**config.mk**
```make
export PLATFORM = sky130hd
export DESIGN_NAME = cpu
export DESIGN_NICKNAME = d
export VERILOG_FILES = /design/src/verilog/cpuPkg.sv /design/src/verilog/instructionFetch.sv /design/src/verilog/instructionDecode.sv /design/src/verilog/forwarding.sv /design/src/verilog/execute.sv /design/src/verilog/memoryStage.sv /design/src/verilog/cpu.sv
export SDC_FILE = /design/constraint.sdc
export NUM_CORES = 1
export LEC_CHECK = 0
export BUFFER_PORTS_ARGS = -buffer_cell sky130_fd_sc_hd__buf_2
export CAP_MARGIN = 30
export CORE_ASPECT_RATIO = 1.5
export CORE_MARGIN = 3
export CORE_UTILIZATION = 27
export CTS_BUF_LIST = sky130_fd_sc_hd__clkbuf_16
export DETAILED_ROUTE_END_ITERATION = 10
export GPL_TIMING_DRIVEN = 0
export PLACE_DENSITY = 0.5
export SYNTH_ARGS = -nofsm -noshare
export SYNTH_HDL_FRONTEND = slang
export SYNTH_SLANG_ARGS = --single-unit
```
**constraint.sdc**
```tcl
create_clock -name clk -period 13.4 [get_ports clk]
set_input_delay 0.67 -clock clk [delete_from_list [all_inputs] [get_ports clk]]
set_output_delay 0.67 -clock clk [all_outputs]
set_load 0.01 [all_outputs]
```
**src/verilog/cpuPkg.sv**
```systemverilog
`default_nettype none

package cpuPkg;

  typedef enum logic [3:0] {
    ADD = 4'd0,  SUB = 4'd1,  AND = 4'd2,  NOR = 4'd3,
    SLL = 4'd4,  SRL = 4'd5,  SRA = 4'd6,  LW  = 4'd7,
    SW  = 4'd8,  LLB = 4'd9,  LHB = 4'd10, B   = 4'd11,
    NOP = 4'd12, JAL = 4'd13, JR  = 4'd14, HLT = 4'd15
  } opcodeT;

  // Branch conditions tested against the flag register
  typedef enum logic [2:0] {
    NE = 3'd0, EQ = 3'd1, GT = 3'd2, LT = 3'd3,
    GE = 3'd4, LE = 3'd5, OV = 3'd6, ALWAYS = 3'd7
  } condT;

  typedef struct packed {
    opcodeT     opcode;
    logic [3:0] rd;
    logic [3:0] rs;
    logic [3:0] rt;
  } rFmtT;

  typedef struct packed {
    opcodeT     opcode;
    logic [3:0] rd;
    logic [7:0] imm8;
  } iFmtT;

  typedef struct packed {
    condT       cond;
    logic [8:0] imm9;
  } brFieldT;

  // B carries a condition and offset, JAL a wide offset
  typedef union packed {
    brFieldT     br;
    logic [11:0] imm12;
  } jTailT;

  typedef struct packed {
    opcodeT opcode;
    jTailT  tail;
  } jFmtT;

  typedef union packed {
    rFmtT rFmt;
    iFmtT iFmt;
    jFmtT jFmt;
  } instrT;

  localparam logic [15:0] NOP_WORD = 16'hC000;
  localparam logic [15:0] RESET_PC = 16'h0000;

endpackage

`default_nettype wire

```
**src/verilog/instructionFetch.sv**
```systemverilog
`default_nettype none

module instructionFetch import cpuPkg::*; #(
  parameter int dataWidth = 16
) (
  input  logic                 clk,
  input  logic                 rst_n,
  input  logic                 hold,
  input  logic                 redirect,
  input  logic [dataWidth-1:0] redirectAddr,
  output logic [dataWidth-1:0] pc,
  output logic [dataWidth-1:0] pcNext
);

  assign pcNext = pc + 1'b1;

  // Redirect wins over a hold, so a taken branch breaks a halt freeze
  always_ff @(posedge clk or negedge rst_n) begin
    if (!rst_n) begin
      pc <= dataWidth'(RESET_PC);
    end else if (redirect) begin
      pc <= redirectAddr;
    end else if (!hold) begin
      pc <= pcNext;
    end
  end

endmodule

`default_nettype wire

```
**src/verilog/instructionDecode.sv**
```systemverilog
`default_nettype none

module instructionDecode import cpuPkg::*; #(
  parameter int dataWidth = 16,
  parameter int regCount = 16
) (
  input  logic                 clk,
  input  logic                 rst_n,
  input  instrT                instr,
  input  logic [3:0]           writeAddr,
  input  logic [dataWidth-1:0] writeData,
  input  logic                 writeEnable,
  output logic [dataWidth-1:0] p0, p1,
  output logic [3:0]           p0Addr, p1Addr, regAddr,
  output logic [dataWidth-1:0] imm,
  output opcodeT               aluOp,
  output condT                 cond,
  output logic                 regWe, memRe, memWe, memToReg,
  output logic                 isBranch, isJal, isJr, isHalt,
  output logic [2:0]           flagEn
);

  logic [dataWidth-1:0] regFile [regCount];

  // ****************************************
  // Control decode
  // ****************************************
  assign aluOp = instr.rFmt.opcode;
  assign cond  = instr.jFmt.tail.br.cond;

  // flagEn is {ov, ng, zr}
  always_comb begin
    p0Addr   = instr.rFmt.rs;
    p1Addr   = 4'd0;
    regAddr  = instr.rFmt.rd;
    imm      = '0;
    regWe    = 1'b0;
    memRe    = 1'b0;
    memWe    = 1'b0;
    memToReg = 1'b0;
    isBranch = 1'b0;
    isJal    = 1'b0;
    isJr     = 1'b0;
    isHalt   = 1'b0;
    flagEn   = 3'b000;
    case (aluOp)
      ADD, SUB: begin
        p1Addr = instr.rFmt.rt;
        regWe  = 1'b1;
        flagEn = 3'b111;
      end
      AND, NOR: begin
        p1Addr = instr.rFmt.rt;
        regWe  = 1'b1;
        flagEn = 3'b001;
      end
      SLL, SRL, SRA: begin
        imm    = dataWidth'(instr.rFmt.rt);
        regWe  = 1'b1;
        flagEn = 3'b001;
      end
      LW: begin
        imm      = dataWidth'(instr.rFmt.rt);
        regWe    = 1'b1;
        memRe    = 1'b1;
        memToReg = 1'b1;
      end
      SW: begin
        // Store data comes from rd
        imm    = dataWidth'(instr.rFmt.rt);
        p1Addr = instr.rFmt.rd;
        memWe  = 1'b1;
      end
      LLB, LHB: begin
        // LHB keeps the low byte of rd, so rd is read too
        p0Addr = (aluOp == LHB) ? instr.iFmt.rd : 4'd0;
        imm    = {{(dataWidth-8){instr.iFmt.imm8[7]}}, instr.iFmt.imm8};
        regWe  = 1'b1;
      end
      B: begin
        p0Addr   = 4'd0;
        imm      = {{(dataWidth-9){instr.jFmt.tail.br.imm9[8]}}, instr.jFmt.tail.br.imm9};
        isBranch = 1'b1;
      end
      JAL: begin
        p0Addr  = 4'd0;
        imm     = {{(dataWidth-12){instr.jFmt.tail.imm12[11]}}, instr.jFmt.tail.imm12};
        regAddr = 4'd15;
        regWe   = 1'b1;
        isJal   = 1'b1;
      end
      JR: isJr = 1'b1;
      HLT: begin
        p0Addr = 4'd0;
        isHalt = 1'b1;
      end
      default: p0Addr = 4'd0;
    endcase
  end

  // ****************************************
  // Register file
  // ****************************************
  always_ff @(posedge clk or negedge rst_n) begin
    if (!rst_n) begin
      for (int i = 0; i < regCount; i++) begin
        regFile[i] <= '0;
      end
    end else if (writeEnable && writeAddr != 4'd0) begin
      regFile[writeAddr] <= writeData;
    end
  end

  // Writeback in the same cycle is seen by the read
  function automatic logic [dataWidth-1:0] readPort(input logic [3:0] addr);
    if (addr == 4'd0) begin
      return '0;
    end else if (writeEnable && writeAddr == addr) begin
      return writeData;
    end
    return regFile[addr];
  endfunction

  always_comb begin
    p0 = readPort(p0Addr);
    p1 = readPort(p1Addr);
  end

endmodule

`default_nettype wire

```
**src/verilog/forwarding.sv**
```systemverilog
`default_nettype none

module forwarding #(
  parameter int dataWidth = 16
) (
  input  logic [dataWidth-1:0] p0, p1,
  input  logic [3:0]           p0Addr, p1Addr,
  input  logic [3:0]           regAddrMem,
  input  logic                 regWeMem,
  input  logic                 memReMem,
  input  logic [dataWidth-1:0] resultMem,
  input  logic [3:0]           regAddrWb,
  input  logic                 regWeWb,
  input  logic [dataWidth-1:0] writeDataWb,
  output logic [dataWidth-1:0] fwdP0, fwdP1,
  output logic                 loadStall
);

  logic memHit0, memHit1, wbHit0, wbHit1;

  // r0 is never a forwarding source
  assign memHit0 = regWeMem && regAddrMem != 4'd0 && regAddrMem == p0Addr;
  assign memHit1 = regWeMem && regAddrMem != 4'd0 && regAddrMem == p1Addr;
  assign wbHit0  = regWeWb && regAddrWb != 4'd0 && regAddrWb == p0Addr;
  assign wbHit1  = regWeWb && regAddrWb != 4'd0 && regAddrWb == p1Addr;

  // Youngest producer first
  assign fwdP0 = (memHit0 && !memReMem) ? resultMem : (wbHit0 ? writeDataWb : p0);
  assign fwdP1 = (memHit1 && !memReMem) ? resultMem : (wbHit1 ? writeDataWb : p1);

  // Load data only exists after MEM, so wait one cycle and take it from MEM/WB
  assign loadStall = memReMem && (memHit0 || memHit1);

endmodule

`default_nettype wire

```
**src/verilog/execute.sv**
```systemverilog
`default_nettype none

module execute import cpuPkg::*; #(
  parameter int dataWidth = 16
) (
  input  logic [dataWidth-1:0] p0, p1,
  input  logic [dataWidth-1:0] imm,
  input  logic [dataWidth-1:0] pcNext,
  input  opcodeT               aluOp,
  output logic [dataWidth-1:0] aluResult,
  output logic [dataWidth-1:0] target,
  output logic                 zr, ng, ov
);

  localparam int msb = dataWidth - 1;

  logic [3:0] shamt;

  assign shamt = imm[3:0];

  always_comb begin
    ov = 1'b0;
    case (aluOp)
      ADD: begin
        aluResult = p0 + p1;
        ov = (p0[msb] == p1[msb]) && (aluResult[msb] != p0[msb]);
      end
      SUB: begin
        aluResult = p0 - p1;
        ov = (p0[msb] != p1[msb]) && (aluResult[msb] != p0[msb]);
      end
      AND: aluResult = p0 & p1;
      NOR: aluResult = ~(p0 | p1);
      SLL: aluResult = p0 << shamt;
      SRL: aluResult = p0 >> shamt;
      SRA: aluResult = $signed(p0) >>> shamt;
      // Effective address is rs plus the unsigned offset
      LW, SW: aluResult = p0 + imm;
      LLB: aluResult = imm;
      LHB: aluResult = {imm[7:0], p0[dataWidth-9:0]};
      default: aluResult = '0;
    endcase
  end

  assign zr = (aluResult == '0);
  assign ng = aluResult[msb];

  // Branch and JAL are PC-relative, JR goes to rs
  assign target = (aluOp == JR) ? p0 : pcNext + imm;

endmodule

`default_nettype wire

```
**src/verilog/memoryStage.sv**
```systemverilog
`default_nettype none

module memoryStage import cpuPkg::*; #(
  parameter int dataWidth = 16
) (
  input  logic                 isBranch, isJal, isJr,
  input  logic                 memRe, memWe,
  input  condT                 cond,
  input  logic                 zr, ng, ov,
  input  logic [dataWidth-1:0] target,
  input  logic [dataWidth-1:0] addr,
  input  logic [dataWidth-1:0] storeData,
  output logic                 redirect,
  output logic [dataWidth-1:0] redirectAddr,
  output logic [dataWidth-1:0] dataAddr,
  output logic [dataWidth-1:0] dataWrData,
  output logic                 dataWe, dataRe
);

  logic taken;

  always_comb begin
    case (cond)
      NE:      taken = !zr;
      EQ:      taken = zr;
      GT:      taken = !zr && !ng;
      LT:      taken = ng;
      GE:      taken = zr || !ng;
      LE:      taken = ng || zr;
      OV:      taken = ov;
      default: taken = 1'b1;
    endcase
  end

  // Jumps are unconditional
  assign redirect     = (isBranch && taken) || isJal || isJr;
  assign redirectAddr = target;

  assign dataAddr   = addr;
  assign dataWrData = storeData;
  assign dataWe     = memWe;
  assign dataRe     = memRe;

endmodule

`default_nettype wire

```
**src/verilog/cpu.sv**
```systemverilog
`default_nettype none

module cpu import cpuPkg::*; #(
  parameter int dataWidth = 16,
  parameter int regCount = 16
) (
  input  logic                 clk,
  input  logic                 rst_n,
  output logic [dataWidth-1:0] instrAddr,
  input  logic [15:0]          instr,
  output logic [dataWidth-1:0] dataAddr,
  output logic [dataWidth-1:0] dataWrData,
  output logic                 dataWe,
  output logic                 dataRe,
  input  logic [dataWidth-1:0] dataRdData,
  output logic                 hlt
);

  logic flush, loadStall, fetchFrozen, haltFreeze;
  logic [dataWidth-1:0] pcNextIf, redirectAddr;

  instrT instrId;
  logic [dataWidth-1:0] pcNextId;

  logic [dataWidth-1:0] p0Dec, p1Dec, immDec;
  logic [3:0] p0AddrDec, p1AddrDec, regAddrDec;
  opcodeT aluOpDec;
  condT condDec;
  logic regWeDec, memReDec, memWeDec, memToRegDec;
  logic isBranchDec, isJalDec, isJrDec, isHaltDec;
  logic [2:0] flagEnDec;

  logic [dataWidth-1:0] p0Ex, p1Ex, immEx, pcNextEx;
  logic [3:0] p0AddrEx, p1AddrEx, regAddrEx;
  opcodeT aluOpEx;
  condT condEx;
  logic [10:0] ctrlEx;
  logic [2:0] flagEnEx;

  logic [dataWidth-1:0] fwdP0, fwdP1, aluResultEx, targetEx;
  logic zrEx, ngEx, ovEx;
  // {ov, ng, zr}
  logic [2:0] flags;

  logic [dataWidth-1:0] aluResultMem, targetMem, storeDataMem, pcNextMem, resultMem;
  logic [3:0] regAddrMem;
  condT condMem;
  logic [7:0] ctrlMem;
  logic regWeMem, memReMem, memWeMem, memToRegMem;
  logic isBranchMem, isJalMem, isJrMem, isHaltMem;

  logic [dataWidth-1:0] aluResultWb, loadDataWb, pcNextWb, writeDataWb;
  logic [3:0] regAddrWb;
  logic regWeWb, memToRegWb, isJalWb;

  // ****************************************
  // Fetch and IF/ID
  // ****************************************

  // Fetch stops once a live HLT reaches IF/ID, until reset or a redirect
  assign haltFreeze = isHaltDec || fetchFrozen;

  always_ff @(posedge clk or negedge rst_n) begin
    if (!rst_n) begin
      fetchFrozen <= 1'b0;
    end else if (flush) begin
      fetchFrozen <= 1'b0;
    end else if (isHaltDec) begin
      fetchFrozen <= 1'b1;
    end
  end

  instructionFetch #(.dataWidth(dataWidth)) u_fetch (
    .clk, .rst_n, .hold(loadStall || haltFreeze),
    .redirect(flush), .redirectAddr,
    .pc(instrAddr), .pcNext(pcNextIf));

  always_ff @(posedge clk or negedge rst_n) begin
    if (!rst_n) begin
      instrId <= NOP_WORD;
    end else if (flush || (haltFreeze && !loadStall)) begin
      instrId <= NOP_WORD;
    end else if (!loadStall) begin
      instrId <= instr;
    end
  end

  always_ff @(posedge clk) begin
    if (!loadStall) begin
      pcNextId <= pcNextIf;
    end
  end

  // ****************************************
  // Decode and ID/EX
  // ****************************************
  instructionDecode #(.dataWidth(dataWidth), .regCount(regCount)) u_decode (
    .clk, .rst_n, .instr(instrId),
    .writeAddr(regAddrWb), .writeData(writeDataWb), .writeEnable(regWeWb),
    .p0(p0Dec), .p1(p1Dec), .p0Addr(p0AddrDec), .p1Addr(p1AddrDec),
    .regAddr(regAddrDec), .imm(immDec), .aluOp(aluOpDec), .cond(condDec),
    .regWe(regWeDec), .memRe(memReDec), .memWe(memWeDec), .memToReg(memToRegDec),
    .isBranch(isBranchDec), .isJal(isJalDec), .isJr(isJrDec), .isHalt(isHaltDec),
    .flagEn(flagEnDec));

  always_ff @(posedge clk or negedge rst_n) begin
    if (!rst_n) begin
      ctrlEx <= '0;
    end else if (flush) begin
      ctrlEx <= '0;
    end else if (!loadStall) begin
      ctrlEx <= {regWeDec, memReDec, memWeDec, memToRegDec,
                 isBranchDec, isJalDec, isJrDec, isHaltDec, flagEnDec};
    end
  end

  assign flagEnEx = ctrlEx[2:0];

  always_ff @(posedge clk) begin
    if (!loadStall) begin
      p0Ex      <= p0Dec;
      p1Ex      <= p1Dec;
      p0AddrEx  <= p0AddrDec;
      p1AddrEx  <= p1AddrDec;
      regAddrEx <= regAddrDec;
      immEx     <= immDec;
      aluOpEx   <= aluOpDec;
      condEx    <= condDec;
      pcNextEx  <= pcNextId;
    end
  end

  // ****************************************
  // Execute, flags and EX/MEM
  // ****************************************
  forwarding #(.dataWidth(dataWidth)) u_forwarding (
    .p0(p0Ex), .p1(p1Ex), .p0Addr(p0AddrEx), .p1Addr(p1AddrEx),
    .regAddrMem, .regWeMem, .memReMem, .resultMem,
    .regAddrWb, .regWeWb, .writeDataWb,
    .fwdP0, .fwdP1, .loadStall);

  execute #(.dataWidth(dataWidth)) u_execute (
    .p0(fwdP0), .p1(fwdP1), .imm(immEx), .pcNext(pcNextEx), .aluOp(aluOpEx),
    .aluResult(aluResultEx), .target(targetEx), .zr(zrEx), .ng(ngEx), .ov(ovEx));

  // Flushed or stalled instructions leave the flags alone
  always_ff @(posedge clk or negedge rst_n) begin
    if (!rst_n) begin
      flags <= '0;
    end else if (!flush && !loadStall) begin
      flags <= (flagEnEx & {ovEx, ngEx, zrEx}) | (~flagEnEx & flags);
    end
  end

  // Load-use stall inserts a bubble here
  always_ff @(posedge clk or negedge rst_n) begin
    if (!rst_n) begin
      ctrlMem <= '0;
    end else if (flush || loadStall) begin
      ctrlMem <= '0;
    end else begin
      ctrlMem <= ctrlEx[10:3];
    end
  end

  assign {regWeMem, memReMem, memWeMem, memToRegMem,
          isBranchMem, isJalMem, isJrMem, isHaltMem} = ctrlMem;

  always_ff @(posedge clk) begin
    aluResultMem <= aluResultEx;
    targetMem    <= targetEx;
    storeDataMem <= fwdP1;
    pcNextMem    <= pcNextEx;
    regAddrMem   <= regAddrEx;
    condMem      <= condEx;
  end

  assign resultMem = isJalMem ? pcNextMem : aluResultMem;

  // ****************************************
  // Memory, MEM/WB and writeback
  // ****************************************
  memoryStage #(.dataWidth(dataWidth)) u_memory (
    .isBranch(isBranchMem), .isJal(isJalMem), .isJr(isJrMem),
    .memRe(memReMem), .memWe(memWeMem), .cond(condMem),
    .zr(flags[0]), .ng(flags[1]), .ov(flags[2]),
    .target(targetMem), .addr(aluResultMem), .storeData(storeDataMem),
    .redirect(flush), .redirectAddr, .dataAddr, .dataWrData, .dataWe, .dataRe);

  // Sticky until reset
  always_ff @(posedge clk or negedge rst_n) begin
    if (!rst_n) begin
      hlt <= 1'b0;
    end else if (isHaltMem) begin
      hlt <= 1'b1;
    end
  end

  always_ff @(posedge clk or negedge rst_n) begin
    if (!rst_n) begin
      regWeWb    <= 1'b0;
      memToRegWb <= 1'b0;
      isJalWb    <= 1'b0;
    end else begin
      regWeWb    <= regWeMem;
      memToRegWb <= memToRegMem;
      isJalWb    <= isJalMem;
    end
  end

  always_ff @(posedge clk) begin
    aluResultWb <= aluResultMem;
    loadDataWb  <= dataRdData;
    pcNextWb    <= pcNextMem;
    regAddrWb   <= regAddrMem;
  end

  assign writeDataWb = memToRegWb ? loadDataWb : (isJalWb ? pcNextWb : aluResultWb);

endmodule

`default_nettype wire

```
==> flow_metrics.py <==
metrics = {
    "power_and_ir_drop": {
        "cellLeakagePower_nw": 14.01,
        "switching_share": 0.5266,
        "p_per_area_nw_per_um2": 297.3,
        "p_int_w": 0.004812,
        "power.switching_w": 0.005352,
        "pwr-share-seq": 0.282,
        "clkPwrFrac": 0.149,
        "peakVddDrop_mv": 0.1589,
        "power_w": 0.01016,
        "power_frac_comb": 0.569,
    },
    "critical_path": {
        "r2r_slack_ns": 5.43,
        "worstRegToRegCells": 22,
        "path_class": "reg -> reg",
        "worstPathArrival_ns": 8.49,
        "worstPathRequired_ns": 13.92,
        "end_kind": "flop",
        "cp_max_fo": 10,
        "r2r-start": "regAddrWb[1]$_DFF_P_",
        "cp-start-kind": "flop",
    },
    "synthesis": {
        "netlist_area_um2": 29620,
        "syn_area_per_cell_um2": 8.536,
        "ys_ff_latch": 530,
        "synth_seq_area_share": 0.4431,
        "ys.flop_type": "dfrtp_1",
        "synth.distinct_cells": 93,
        "syn-instance-count": 3470,
        "synth-simple-area-share": 0.2062,
        "yosys_warnings": 0,
        "synth_compound_area_frac": 0.1979,
        "synth-edff-count": 95,
        "synth_xor_area_frac": 0.02066,
        "synthAdderAreaFrac": 0.03692,
        "synth_top_family_by_area": "simple AND/OR/NAND/NOR gates",
        "synthMuxAreaShare": 0.04858,
        "ys_async_sr_fraction": 0.5887,
        "syn-num-nets": 3589,
    },
    "die": {
        "core_area_um2": 108700,
        "io_pins": 85,
        "die_area_um2": 113800,
        "row_count": 148,
        "die_y_um": 411.7,
        "start_util": 0.2725,
        "die_w_um": 276.4,
    },
    "global_route": {
        "grt_max_degree": 92,
        "grt_pass1_wl_mm": 205.3,
        "grt_overflow": 0,
        "antenna_found_initial": 6,
        "grt_usage": 0.2490,
        "grt_pass1_vias": 27959,
    },
    "timing": {
        "maxSlewViolCount": 0,
        "clock_skew_ns": 0.04502,
        "hold_viol_final": 0,
        "period_needed_ns": 7.966,
        "relSlewSlack": 0.2746,
        "finalCritPeriodShare": 0.5945,
        "setup_tns_ns": 0,
        "setup_viol": 0,
        "worst_pin_slew_ns": 1.083,
        "fmax_ghz": 0.1255,
        "grt_setup_unrepaired": "false",
    },
    "clock_network": {
        "path_clk_slew_ns": 0.07,
        "insertion_delay_ns": 0.65,
        "clock-sinks": 530,
        "cts_hold_buf": 1,
        "htree_levels": 2,
        "post-cts-setup-buffers": 0,
        "cts_tree": "done",
        "ctsResizeCount": 0,
        "clk_path_buf_depth": 3,
        "root_buffer": "clkbuf_16",
        "numCtsBuffers": 53,
    },
    "worst_hold_path": {
        "whs_endpoint": "loadDataWb[5]$_DFF_P_",
        "whs_path_depth": 1,
        "hold_start": "dataRdData[5]",
        "hp-class": "in -> reg",
    },
    "run_status": {
        "outcome": "complete, no violations",
    },
    "detailed_routing": {
        "drtAntennaViolNets": 0,
        "viasPerCell": 5.546,
        "wire_per_inst_um": 28.47,
        "drtIter0Drc": 2575,
        "wirelength_mm": 146.0,
        "drt_pass1_iterations": 9,
        "vias": 28436,
        "drc_errors": 0,
    },
    "final_layout": {
        "final_cell_mix": "nand2_1, dfrtp_1, o21ai_0",
        "nFillCells": 11525,
        "layout_commonest_cell": "nand2_1",
        "layout.nets": 3778,
        "layout-drive-gt1-share": 0.08808,
        "area_growth_pct": 15.44,
    },
    "place": {
        "port_buffers": 84,
        "routabilityCongestion": 1.030,
        "dp_hpwl_mm": 113.8,
    },
    "run": {
        "max_cap_viol_count": 0,
    },
}
through the flow:
| stage | util | setup WS, ns | std cells | instance area [um2] | hold WS [ns] |
|---|---|---|---|---|---|
| 2_1_floorplan | - | 7.638 | 3470 | 29620 | 0.3233 |
| 3_5_place_dp | 0.2983 | 5.569 | 5024 | 32430 | 0.3285 |
| 6_report | 0.3146 | 5.434 | 5127 | 34190 | 0.1223 |
| 3_3_place_gp | 0.2928 | 4.760 | 4979 | 31820 | 0.3253 |
| 5_1_grt | 0.3145 | 5.269 | 5126 | 34190 | 0.1083 |
| 4_1_cts | 0.3142 | 5.482 | 5122 | 34160 | 0.09661 |
power groups by stage:
| stage | registers (W) | logic (W) | clock network [W] |
|---|---|---|---|
| after floorplan | 0.00260 | 0.00321 | 0 |
| after global placement | 0.00287 | 0.00541 | 0 |
| after detailed placement | 0.00288 | 0.00555 | 0 |
| after CTS | 0.00285 | 0.00557 | 0.00154 |
| after global routing | 0.00291 | 0.00608 | 0.00160 |
| final | 0.00287 | 0.00578 | 0.00152 |
worst max-delay path: stages (launching register included):
cell and delay (ns):
dfxtp_1 0.41, buf_1 0.66, xnor2_1 0.19, nand3_1 0.09, nor3_1 0.35, buf_2 0.30, clkbuf_1 0.53, mux2i_1 0.18
a21oi_1 0.75, ha_1 0.32, inv_1 0.07, fa_1 0.47, nand2b_1 0.13, a221oi_1 0.12, or2_2 0.33, a221o_1 0.34
o41ai_1 0.67, xnor2_1 0.20, o22ai_1 0.10, a21oi_1 0.29, o211ai_1 0.32, or4b_1 0.77, o41ai_2 0.26
final cells by class:
| type | instances | area, um2 | area share |
|---|---|---|---|
| inverters | 78 | 292.8 | 0.008563 |
| clock inverters | 39 | 264.0 | 0.007721 |
| multi-input cells | 2585 | 15190 | 0.4442 |
| plain buffers | 277 | 1091 | 0.03191 |
| repair buffers | 134 | 994.7 | 0.02909 |
| clock buffers | 58 | 1451 | 0.04245 |
| flip-flops and latches | 530 | 13130 | 0.3839 |
| diodes | 1 | 2.502 | 0.00007318 |
| well taps | 1425 | 1783 | 0.05214 |
synthesized netlist by cell type, drive strengths merged (7+ instances only):
cell type | instances | area, um2
a211o | 21 | 183.9
a211oi | 31 | 232.7
a21o | 17 | 127.6
a21oi | 136 | 680.7
a221o | 10 | 100.1
a222oi | 7 | 70.07
a22o | 19 | 166.4
a22oi | 19 | 142.6
a2bb2oi | 10 | 93.84
a311oi | 98 | 858.3
a31oi | 52 | 337.8
a32oi | 12 | 120.1
and2 | 7 | 43.79
and3 | 84 | 525.5
buf | 35 | 178.9
clkbuf | 242 | 908.4
dfrtp | 310 | 7757
dfxtp | 123 | 2462
edfxtp | 95 | 2853
ha | 81 | 1013
inv | 74 | 277.8
mux2 | 52 | 585.6
mux2i | 66 | 673.1
mux4 | 8 | 180.2
nand2 | 895 | 3362
nand2b | 13 | 81.33
nand3 | 179 | 895.9
nand4 | 9 | 56.30
nor2 | 124 | 465.5
nor2b | 11 | 68.82
nor3 | 38 | 190.2
nor4 | 13 | 81.33
o211ai | 17 | 127.6
o21a | 22 | 165.2
o21ai | 311 | 1556
o221ai | 10 | 87.58
o22a | 7 | 61.31
o22ai | 20 | 125.1
o31ai | 16 | 120.1
or2 | 10 | 62.56
or3 | 10 | 62.56
xnor2 | 43 | 384.1
xor2 | 26 | 227.7
state kept, by name, summed over array words and instances (netlist names), 9 cells and up, named ones only:
signal            cells
p0Ex                 16
pcNextId             16
storeDataMem         16
u_decode.regFile    256
aluResultMem         16
p1Ex                 16
instrId              16
pcNextMem            16
aluResultWb          16
pcNextEx             16
loadDataWb           16
immEx                12
targetMem            16
pcNextWb             16
ctrlEx                9
u_fetch.pc           16
metal layers:
metal  track usage  up-vias  share of wire
li1              -    12745              -
met1        0.2447    13806           0.33
met2        0.4449     1308           0.50
met3       0.04217      569          0.055
met4        0.2306        8           0.11
met5             0        -        0.00038
worst max-delay path by stage:
stage	start	endpoint	slack [ns]	depth (start not counted)
2_1_floorplan	regAddrWb[1]$_DFF_P_	flop	7.64	20
3_3_place_gp	isJalWb$_DFF_PN0_	flop	4.76	19
3_5_place_dp	regAddrWb[1]$_DFF_P_	flop	5.57	22
4_1_cts	regAddrWb[1]$_DFF_P_	flop	5.48	22
5_1_grt	regAddrWb[1]$_DFF_P_	flop	5.27	22
6_report	regAddrWb[1]$_DFF_P_	flop	5.43	22
cells by family (layout without fill, tap and decap cells):
family / after synthesis / in the layout
multiplexers: 126 / 126
AO/OA/AOI/OAI: 888 / 888
other: 0 / 1
buffers and inverters: 355 / 586
flip-flops: 530 / 530
AND/OR/NAND/NOR: 1417 / 1417
XOR/XNOR: 69 / 69
adder cells (fa/ha/maj): 85 / 85
Power figures use the tool's default switching activity.
